### src/include/core_params.svh
/*
 * Address map, setting addresses and constants of the control-plane core.
 * Windows are matched on the 16-bit byte address with a mask.
 * Setting addresses are 8 bits wide and taken from byte address bits 9:2.
 */
`ifndef CORE_PARAMS_SVH
`define CORE_PARAMS_SVH

////////////////////////////////////////////////////////////////////////////
// Wishbone address windows

// Settings bus owns 0x7000 to 0x7FFF, only the low 1K is decoded
`define ADR_SETTINGS    16'h7000
`define MASK_SETTINGS   16'hF000

// Readback words live in 0x5C00 to 0x5FFF
`define ADR_READBACK    16'h5C00
`define MASK_READBACK   16'hFC00

////////////////////////////////////////////////////////////////////////////
// Settings bus addresses

`define SR_MISC         8'd0
`define SR_CLK          (`SR_MISC + 8'd0)   // Clock chip control
`define SR_SER          (`SR_MISC + 8'd1)   // SERDES control
`define SR_ADC          (`SR_MISC + 8'd2)   // ADC enables
`define SR_LED_SW       (`SR_MISC + 8'd3)
`define SR_PHY          (`SR_MISC + 8'd4)   // 1 holds the PHY in reset
`define SR_LED_SRC      (`SR_MISC + 8'd6)   // 1 = hardware, 0 = software

`define SR_TIME64       8'd10
`define SR_TIME_HI      (`SR_TIME64 + 8'd0)
`define SR_TIME_LO      (`SR_TIME64 + 8'd1) // Load happens on this one

////////////////////////////////////////////////////////////////////////////
// Reset values and readback

`define LED_SRC_RESET   8'h1E

// Bump when the register map changes; major in the top half
`define COMPAT_NUM      {16'd8, 16'd2}

`define RB_WORDS        8

`endif

### src/hdl/core_pkg.sv
/*
 * Bus and control-pin types shared by the control-plane core.
 * Wishbone addresses are byte addresses, data is 32 bits wide.
 * Control pins are plain levels with no polarity handling here.
 */
package core_pkg;

   // Master side of one Wishbone classic cycle
   typedef struct packed {
      logic        cyc;
      logic        stb;
      logic        we;
      logic [15:0] adr;
      logic [31:0] dat;
      logic [3:0]  sel;
   } wb_req_t;

   // Slave side, ack and err are single-cycle pulses
   typedef struct packed {
      logic        ack;
      logic        err;
      logic [31:0] dat;
   } wb_rsp_t;

   // One settings write, stb is high for exactly one cycle
   typedef struct packed {
      logic        stb;
      logic [7:0]  addr;
      logic [31:0] data;
   } set_bus_t;

   // Board control outputs
   typedef struct packed {
      logic       clock_ready;
      logic [1:0] clk_en;
      logic [1:0] clk_sel;
      logic       ser_enable;
      logic       ser_prbsen;
      logic       ser_loopen;
      logic       ser_rx_en;
      logic       adc_oe_a;
      logic       adc_on_a;
      logic       adc_oe_b;
      logic       adc_on_b;
      logic       phy_resetn;   // Active low
   } ctrl_pins_t;

   typedef logic [63:0] vita_time_t;

endpackage

### src/hdl/misc_settings.sv
/*
 * Settings register bank for the clock, SERDES, ADC and PHY pins and LEDs.
 * Registers update on the edge that samples the settings stb.
 * LED source bit 1 selects the hardware indicator, 0 the software value.
 * PHY reset register is active high, the pin is active low.
 */
`timescale 1ns/1ps
`include "core_params.svh"

module misc_settings (
   input  logic                 dsp_clk,
   input  logic                 por_rst,
   input  core_pkg::set_bus_t   set_i,
   input  logic                 run_tx_i,
   input  logic                 run_rx_i,
   input  logic                 clk_status_i,
   input  logic                 link_up_i,
   output core_pkg::ctrl_pins_t ctrl_o,
   output logic [7:0]           leds_o
);

   logic [4:0] clock_q;     // {ready, en[1:0], sel[1:0]}
   logic [3:0] serdes_q;
   logic [3:0] adc_q;
   logic       phy_rst_q;
   logic [7:0] led_sw_q;
   logic [7:0] led_src_q;
   logic [7:0] led_hw;

   ////////////////////////////////////////////////////////////////////////////
   // Register bank

   always_ff @(posedge dsp_clk) begin
      if (por_rst) begin
         clock_q   <= '0;
         serdes_q  <= '0;
         adc_q     <= '0;
         phy_rst_q <= 1'b0;
         led_sw_q  <= '0;
         led_src_q <= `LED_SRC_RESET;
      end else if (set_i.stb) begin
         case (set_i.addr)
            `SR_CLK:     clock_q   <= set_i.data[4:0];
            `SR_SER:     serdes_q  <= set_i.data[3:0];
            `SR_ADC:     adc_q     <= set_i.data[3:0];
            `SR_LED_SW:  led_sw_q  <= set_i.data[7:0];
            `SR_PHY:     phy_rst_q <= set_i.data[0];
            `SR_LED_SRC: led_src_q <= set_i.data[7:0];
            default: ;   // Other units decode the rest
         endcase
      end
   end

   ////////////////////////////////////////////////////////////////////////////
   // Pin mapping

   assign ctrl_o.clock_ready = clock_q[4];
   assign ctrl_o.clk_en      = clock_q[3:2];
   assign ctrl_o.clk_sel     = clock_q[1:0];

   assign ctrl_o.ser_enable  = serdes_q[3];
   assign ctrl_o.ser_prbsen  = serdes_q[2];
   assign ctrl_o.ser_loopen  = serdes_q[1];
   assign ctrl_o.ser_rx_en   = serdes_q[0];

   assign ctrl_o.adc_oe_a    = adc_q[3];
   assign ctrl_o.adc_on_a    = adc_q[2];
   assign ctrl_o.adc_oe_b    = adc_q[1];
   assign ctrl_o.adc_on_b    = adc_q[0];

   assign ctrl_o.phy_resetn  = ~phy_rst_q;

   // Hardware indicators, bit 0 has no source
   assign led_hw = {3'b000, run_tx_i, run_rx_i, clk_status_i, link_up_i, 1'b0};

   assign leds_o = (led_src_q & led_hw) | (~led_src_q & led_sw_q);

endmodule

### src/hdl/radio_core_top.sv
/*
 * Control-plane core: Wishbone decoder, settings bus and readback.
 * One clock domain, driven by a single external Wishbone master.
 * Status inputs are assumed already synchronous to dsp_clk, except pps_i.
 */
`timescale 1ns/1ps

module radio_core_top (
   input  logic                 dsp_clk,
   input  logic                 por_rst,
   input  core_pkg::wb_req_t    wb_req_i,
   output core_pkg::wb_rsp_t    wb_rsp_o,
   input  logic                 pps_i,
   input  logic                 run_tx_i,
   input  logic                 run_rx_i,
   input  logic                 clk_status_i,
   input  logic                 link_up_i,
   input  logic                 button_i,
   output core_pkg::ctrl_pins_t ctrl_o,
   output logic [7:0]           leds_o
);

   import core_pkg::*;

   wb_req_t    set_req;
   wb_rsp_t    set_rsp;
   wb_req_t    rb_req;
   wb_rsp_t    rb_rsp;
   set_bus_t   set_bus;
   vita_time_t vita_time;
   vita_time_t vita_time_pps;

   ////////////////////////////////////////////////////////////////////////////
   // Bus fabric

   wb_slave_decode u_decode (
      .dsp_clk(dsp_clk), .por_rst(por_rst),
      .m_req_i(wb_req_i), .m_rsp_o(wb_rsp_o),
      .set_req_o(set_req), .set_rsp_i(set_rsp),
      .rb_req_o(rb_req), .rb_rsp_i(rb_rsp)
   );

   settings_bus u_settings_bus (
      .dsp_clk(dsp_clk), .por_rst(por_rst),
      .wb_req_i(set_req), .wb_rsp_o(set_rsp), .set_o(set_bus)
   );

   ////////////////////////////////////////////////////////////////////////////
   // Settings consumers

   misc_settings u_misc (
      .dsp_clk(dsp_clk), .por_rst(por_rst), .set_i(set_bus),
      .run_tx_i(run_tx_i), .run_rx_i(run_rx_i),
      .clk_status_i(clk_status_i), .link_up_i(link_up_i),
      .ctrl_o(ctrl_o), .leds_o(leds_o)
   );

   vita_timer u_timer (
      .dsp_clk(dsp_clk), .por_rst(por_rst), .set_i(set_bus), .pps_i(pps_i),
      .time_o(vita_time), .time_pps_o(vita_time_pps)
   );

   readback_mux u_readback (
      .dsp_clk(dsp_clk), .por_rst(por_rst),
      .wb_req_i(rb_req), .wb_rsp_o(rb_rsp),
      .time_i(vita_time), .time_pps_i(vita_time_pps),
      .clk_status_i(clk_status_i), .link_up_i(link_up_i), .button_i(button_i)
   );

endmodule

### src/hdl/readback_mux.sv
/*
 * Wishbone read slave for status and time words.
 * Word index is byte address bits 4:2; data is registered with the ack.
 * Writes are acked and dropped. Time words are sampled independently,
 * so a high/low pair read in two cycles may straddle a carry.
 */
`timescale 1ns/1ps
`include "core_params.svh"

module readback_mux (
   input  logic                 dsp_clk,
   input  logic                 por_rst,
   input  core_pkg::wb_req_t    wb_req_i,
   output core_pkg::wb_rsp_t    wb_rsp_o,
   input  core_pkg::vita_time_t time_i,
   input  core_pkg::vita_time_t time_pps_i,
   input  logic                 clk_status_i,
   input  logic                 link_up_i,
   input  logic                 button_i
);

   localparam int IDX_W = $clog2(`RB_WORDS);

   logic [31:0]      words [`RB_WORDS];
   logic [IDX_W-1:0] idx;
   logic             ack_q;
   logic [31:0]      dat_q;

   assign words[0] = time_i[63:32];
   assign words[1] = time_i[31:0];
   assign words[2] = time_pps_i[63:32];
   assign words[3] = time_pps_i[31:0];
   assign words[4] = `COMPAT_NUM;
   assign words[5] = {18'b0, button_i, 1'b0, clk_status_i, link_up_i, 10'b0};
   assign words[6] = '0;
   assign words[7] = '0;

   assign idx = wb_req_i.adr[IDX_W+1:2];

   always_ff @(posedge dsp_clk) begin
      if (por_rst) begin
         ack_q <= 1'b0;
      end else begin
         ack_q <= wb_req_i.cyc & wb_req_i.stb & ~ack_q;
      end
   end

   always_ff @(posedge dsp_clk) begin
      dat_q <= words[idx];
   end

   assign wb_rsp_o.ack = ack_q;
   assign wb_rsp_o.err = 1'b0;
   assign wb_rsp_o.dat = dat_q;

endmodule

### src/hdl/settings_bus.sv
/*
 * Wishbone write slave feeding the settings bus.
 * Every access is acked; reads return zero.
 * A write produces one stb pulse, on the same edge as its ack.
 */
`timescale 1ns/1ps

module settings_bus (
   input  logic               dsp_clk,
   input  logic               por_rst,
   input  core_pkg::wb_req_t  wb_req_i,
   output core_pkg::wb_rsp_t  wb_rsp_o,
   output core_pkg::set_bus_t set_o
);

   logic        ack_q;
   logic        stb_q;
   logic [7:0]  addr_q;
   logic [31:0] data_q;

   always_ff @(posedge dsp_clk) begin
      if (por_rst) begin
         ack_q <= 1'b0;
         stb_q <= 1'b0;
      end else begin
         ack_q <= wb_req_i.cyc & wb_req_i.stb & ~ack_q;
         stb_q <= wb_req_i.cyc & wb_req_i.stb & wb_req_i.we & ~ack_q;
      end
   end

   always_ff @(posedge dsp_clk) begin
      addr_q <= wb_req_i.adr[9:2];   // Word address within the window
      data_q <= wb_req_i.dat;
   end

   assign wb_rsp_o.ack = ack_q;
   assign wb_rsp_o.err = 1'b0;
   assign wb_rsp_o.dat = '0;

   assign set_o.stb  = stb_q;
   assign set_o.addr = addr_q;
   assign set_o.data = data_q;

endmodule

### src/hdl/vita_timer.sv
/*
 * 64-bit timekeeper, one count per dsp_clk cycle.
 * Software writes the high word first; the low-word write loads both.
 * pps_i is asynchronous; the count is latched on the fourth edge after
 * it rises. No PPS qualification or missing-pulse detection.
 */
`timescale 1ns/1ps
`include "core_params.svh"

module vita_timer (
   input  logic                 dsp_clk,
   input  logic                 por_rst,
   input  core_pkg::set_bus_t   set_i,
   input  logic                 pps_i,
   output core_pkg::vita_time_t time_o,
   output core_pkg::vita_time_t time_pps_o
);

   import core_pkg::*;

   vita_time_t  time_q;
   vita_time_t  time_pps_q;
   logic [31:0] load_hi_q;
   logic [1:0]  pps_sync;
   logic        pps_dly;
   logic        pps_rise_q;

   ////////////////////////////////////////////////////////////////////////////
   // Counter and software load

   always_ff @(posedge dsp_clk) begin
      if (set_i.stb && set_i.addr == `SR_TIME_HI) begin
         load_hi_q <= set_i.data;   // Held until the low word arrives
      end
   end

   always_ff @(posedge dsp_clk) begin
      if (por_rst) begin
         time_q <= '0;
      end else if (set_i.stb && set_i.addr == `SR_TIME_LO) begin
         time_q <= {load_hi_q, set_i.data};
      end else begin
         time_q <= time_q + 64'd1;
      end
   end

   ////////////////////////////////////////////////////////////////////////////
   // PPS capture

   always_ff @(posedge dsp_clk) begin
      if (por_rst) begin
         pps_sync   <= '0;
         pps_dly    <= 1'b0;
         pps_rise_q <= 1'b0;
      end else begin
         pps_sync   <= {pps_sync[0], pps_i};        // Two-flop synchronizer
         pps_dly    <= pps_sync[1];
         pps_rise_q <= pps_sync[1] & ~pps_dly;     // Registered rising edge
      end
   end

   always_ff @(posedge dsp_clk) begin
      if (por_rst) begin
         time_pps_q <= '0;
      end else if (pps_rise_q) begin
         time_pps_q <= time_q;
      end
   end

   assign time_o     = time_q;
   assign time_pps_o = time_pps_q;

endmodule

### src/hdl/wb_slave_decode.sv
/*
 * Single-master Wishbone decoder with two slave windows.
 * Only the selected slave sees cyc and stb; the others see them low.
 * Addresses outside both windows end with a registered one-cycle err.
 * Assumes the master holds its request until ack or err.
 */
`timescale 1ns/1ps
`include "core_params.svh"

module wb_slave_decode (
   input  logic              dsp_clk,
   input  logic              por_rst,
   input  core_pkg::wb_req_t m_req_i,
   output core_pkg::wb_rsp_t m_rsp_o,
   output core_pkg::wb_req_t set_req_o,
   input  core_pkg::wb_rsp_t set_rsp_i,
   output core_pkg::wb_req_t rb_req_o,
   input  core_pkg::wb_rsp_t rb_rsp_i
);

   logic set_hit;
   logic rb_hit;
   logic miss;
   logic err_q;

   assign set_hit = ((m_req_i.adr & `MASK_SETTINGS) == `ADR_SETTINGS);
   assign rb_hit  = ((m_req_i.adr & `MASK_READBACK) == `ADR_READBACK);
   assign miss    = ~set_hit & ~rb_hit;

   ////////////////////////////////////////////////////////////////////////////
   // Request fan-out

   always_comb begin
      set_req_o     = m_req_i;
      set_req_o.cyc = m_req_i.cyc & set_hit;
      set_req_o.stb = m_req_i.stb & set_hit;

      rb_req_o      = m_req_i;
      rb_req_o.cyc  = m_req_i.cyc & rb_hit;
      rb_req_o.stb  = m_req_i.stb & rb_hit;
   end

   // Bus error for unmapped cycles, same timing as a slave ack
   always_ff @(posedge dsp_clk) begin
      if (por_rst) begin
         err_q <= 1'b0;
      end else begin
         err_q <= m_req_i.cyc & m_req_i.stb & miss & ~err_q;
      end
   end

   ////////////////////////////////////////////////////////////////////////////
   // Response mux

   always_comb begin
      if (set_hit) begin
         m_rsp_o = set_rsp_i;
      end else if (rb_hit) begin
         m_rsp_o = rb_rsp_i;
      end else begin
         m_rsp_o.ack = 1'b0;
         m_rsp_o.err = err_q;
         m_rsp_o.dat = '0;
      end
   end

endmodule

### config.mk
export PLATFORM = sky130hd
export DESIGN_NAME = radio_core_top
export DESIGN_NICKNAME = d
export VERILOG_FILES = /design/src/hdl/core_pkg.sv /design/src/hdl/misc_settings.sv /design/src/hdl/radio_core_top.sv /design/src/hdl/readback_mux.sv /design/src/hdl/settings_bus.sv /design/src/hdl/vita_timer.sv /design/src/hdl/wb_slave_decode.sv
export VERILOG_INCLUDE_DIRS = /design/src /design/src/include
export SDC_FILE = /design/constraint.sdc
export NUM_CORES = 1
export LEC_CHECK = 0
export BUFFER_PORTS_ARGS = -buffer_cell sky130_fd_sc_hd__buf_2
export CORE_AREA = 4 4 117 203
export CTS_CLUSTER_SIZE = 20
export DETAILED_ROUTE_END_ITERATION = 7
export DIE_AREA = 0 0 121 207
export PLACE_DENSITY = 0.68
export SYNTH_ARGS = -nofsm -noshare
export SYNTH_HDL_FRONTEND = slang
export SYNTH_SLANG_ARGS = --single-unit
### constraint.sdc
create_clock -name dsp_clk -period 3.05 [get_ports dsp_clk]
set_input_delay 0.61 -clock dsp_clk [delete_from_list [all_inputs] [get_ports dsp_clk]]
set_output_delay 0.61 -clock dsp_clk [all_outputs]
set_load 0.05 [all_outputs]
==> results.md <==
- Status: complete, no violations
- Power Total: 7.134 mW
- Die area: 25,050 sq um
- Netlist cell types: 48
- PortBufs: ~110
- Critical Path Sink Type: flop
- Most frequent CP cell: or4_4
- Slew at the pin closest to its max-slew limit: 0.7105 ns
- Core box area: 22,070 sq um
- CP Launch Type: flop
- Total of max-cap violations: 0
- Unrepaired setup endpoints after global routing: false
- Mapped Cells: 1,028
- Routed Antenna Nets: 0
- Clock Skews: 0.01088 ns
- Post-synth EDFFs: 32
- Fraction of registers with async set/reset: 0%
- Largest net degree at the start of global routing: 115
- Leak Pwr: 4.717 nW
- Slowest-stage cell, CP: or4_4
- Routability cong.: 0.8382
- Drt via density: between 5 and 6
- CTS tree: yes
- Initial core utilization: approximately 49%
- Num CTS Buffers: 25
- Die Y: between 200 and 250 microns
- Final Critical Period: 2.841 ns
- PD cells: approximately 560 nW/um^2
- # hold bufs at CTS: 0
- WP data arrival: 3.28 ns
- First-pass GRT wire length: 40.87 mm
- Root Driver: clkbuf_16
- Relative slew slack: 52.64%
- # setup viols final: 0
- H-tree levels: 1
- Max IR drop VDD: 608.8 uV
- Post-Route WL: 25.21 mm
- Period utilisation layout: 93.14%
- Crit path cell chain: ha_1, nand3_2, or4_4, or4_4, or4_1, a311oi_1
- CP max stage delay: 0.64 ns
- Area Growth Syn to Fin: 17.16%
- Yosys reg bits: 270
- Worst-skew pair later-pin latency: 0.53 ns
- Hold WC Path Type: in2reg
- Syn nets: 1,092
- Final TNS setup: 0 ns
- Io pins: 119
- Final net count: 1,192
- Antenna violations before repair: 0
- Antenna cell count: 0
- Vias in the first global route: 7,933
- Worst Hold End: u_settings_bus.data_q[4]
- Total GRT Usage: between 20% and 30%
- Clock transition at path regs: 0.07 ns
- Setup slack, reg-to-reg: about 0.21 ns
- Seq/Total Area, Yosys: a little over half
- FF-to-FF path depth: 6
- Initial DRC count: 401
- Crit-path max FO: 18
- Share of cells above drive strength 1: 19.79%
- Hold Path Depth: 1
- Critical path type: reg2reg
- Drt wl/cell: 17.47 microns
- Most common cell after layout, fill and taps aside: dfxtp_1
- Synth Cell Area: 10,870 sq um
- Via Count: 7,851
- Number of clock sinks: 270
- PostCTS Resize Cnt: 0
- Worst EP required: roughly 3.5 ns
- RR Startpoint: u_timer.time_o[1]
- Max Freq: 352.0 MHz
- Die W: 121 microns
- CP top delay family: simple AND/OR/NAND/NOR gates
- Mean Syn Cell Area: 10.57 sq um
- Row Count: 72
- CTS max path bufs: 3
- Final max-slew violation count: 0
- Congestion Overflow GR: 0
- RR Endpoint: u_timer.time_o[58]
- Top_reg_cell synth: dfxtp_1
- Initial DRT Pass Iterations: 4
- Synth warn: 0
- DP Wirelength: roughly 17 mm
- Worst Hold Launch: wb_req_i[8]
- DRC viols: 0
- Post-CTS setup buffer count: 0
- Fin. Hold Viols: 0
- Commonest cells after routing, fill and taps aside: dfxtp_1, nor2_1, buf_2
- Buffers and inverters on the worst path: 0
==> Yosys cell counts, types with 18 or more instances <==
cell	instances	area share, %
nor2b_1	37	2.1
or4_1	18	1.2
edfxtp_1	32	8.8
dfxtp_1	238	44
mux2i_1	97	8.9
nand2_1	38	1.3
and2_1	38	2.2
a211oi_1	41	2.8
a311oi_1	21	1.7
xnor2_1	25	2.0
nand3_1	22	1.0
mux4_2	27	5.6
clkbuf_1	60	2.1
nor2_1	161	5.6
==> flip-flops by register name, summed over array words and instances (netlist names), 5 cells and up <==
name	cells
u_settings_bus.addr_q	8
u_timer.load_hi_q	32
u_misc.clock_q	5
u_settings_bus.data_q	32
u_misc.led_src_q	8
u_misc.led_sw_q	8
u_readback.dat_q	32
u_timer.time_pps_o	64
u_timer.time_o	64
==> per-layer routing <==
metal | vias to the layer above | wire (microns) | track usage (%)
met2 | 144 | 13740 | 37.67
li1 | 3898 | - | -
met5 | - | 0 | 0
met3 | 38 | 990 | 2.593
met1 | 3771 | 9855 | 23.08
met4 | 0 | 616 | 6.729
==> cell type report <==
cell class                      count  area, sq um
Clock buffer                       42        864.6
Clock inverter                      4        28.78
Fill cell                        1912         9336
Inverter                           13        48.80
Multi-Input combinational cell    673         4820
Sequential cell                   270         5729
Tap cell                          296        370.4
Timing Repair Buffer              145        873.3
==> how the worst max path moves through the flow <==
stage | from | to | depth (start not counted)
2_1_floorplan | u_settings_bus.addr_q[4] | u_timer.load_hi_q[0] | 4
3_3_place_gp | u_timer.time_o[1] | u_timer.time_o[58] | 6
3_5_place_dp | u_timer.time_o[1] | u_timer.time_o[58] | 6
4_1_cts | u_timer.time_o[1] | u_timer.time_o[58] | 6
5_1_grt | u_timer.time_o[1] | u_timer.time_o[58] | 6
6_report | u_timer.time_o[1] | u_timer.time_o[58] | 6
==> power breakdown <==
part,internal [mW],leakage (nW),switching (mW)
Combinational,0.0824,2.05,0.118
Clock,1.94,0.444,1.32
Sequential,3.63,2.22,0.0423
Total,5.65,4.72,1.48
==> through the flow <==
stage / instances / instance area (sq um) / hold slack (ns) / setup WS, ns / util [%]
2_1_floorplan: 1028 / 10870 / 0.3674 / 0.08065 / -
3_3_place_gp: 1397 / 11840 / 0.3627 / 0.3166 / 53.65
3_5_place_dp: 1397 / 11840 / 0.3712 / 0.2128 / 53.65
4_1_cts: 1443 / 12730 / 0.1529 / 0.1989 / 57.70
5_1_grt: 1443 / 12730 / 0.1504 / 0.07051 / 57.70
6_report: 1443 / 12730 / 0.1744 / 0.2091 / 57.70
==> worst reg2reg max path, stage by stage (launching register included) <==
cell      delay (ns)
dfxtp_1         0.43
ha_1            0.25
nand3_2         0.11
or4_4           0.56
or4_4           0.64
or4_1           0.50
a311oi_1        0.26
==> logic make-up after synthesis <==
group / after synthesis / share of synthesized area (%)
muxes: 128 / 14.94
adders and majority gates: 1 / 0.1151
and+or+nand+nor: 400 / 19.02
buffers and inverters: 85 / 3.027
AOI/OAI and AO/OA: 106 / 7.160
xor gates and xnor gates: 38 / 3.062
DFF: 270 / 52.68
No activity file was read; power rests on OpenSTA's default activity.
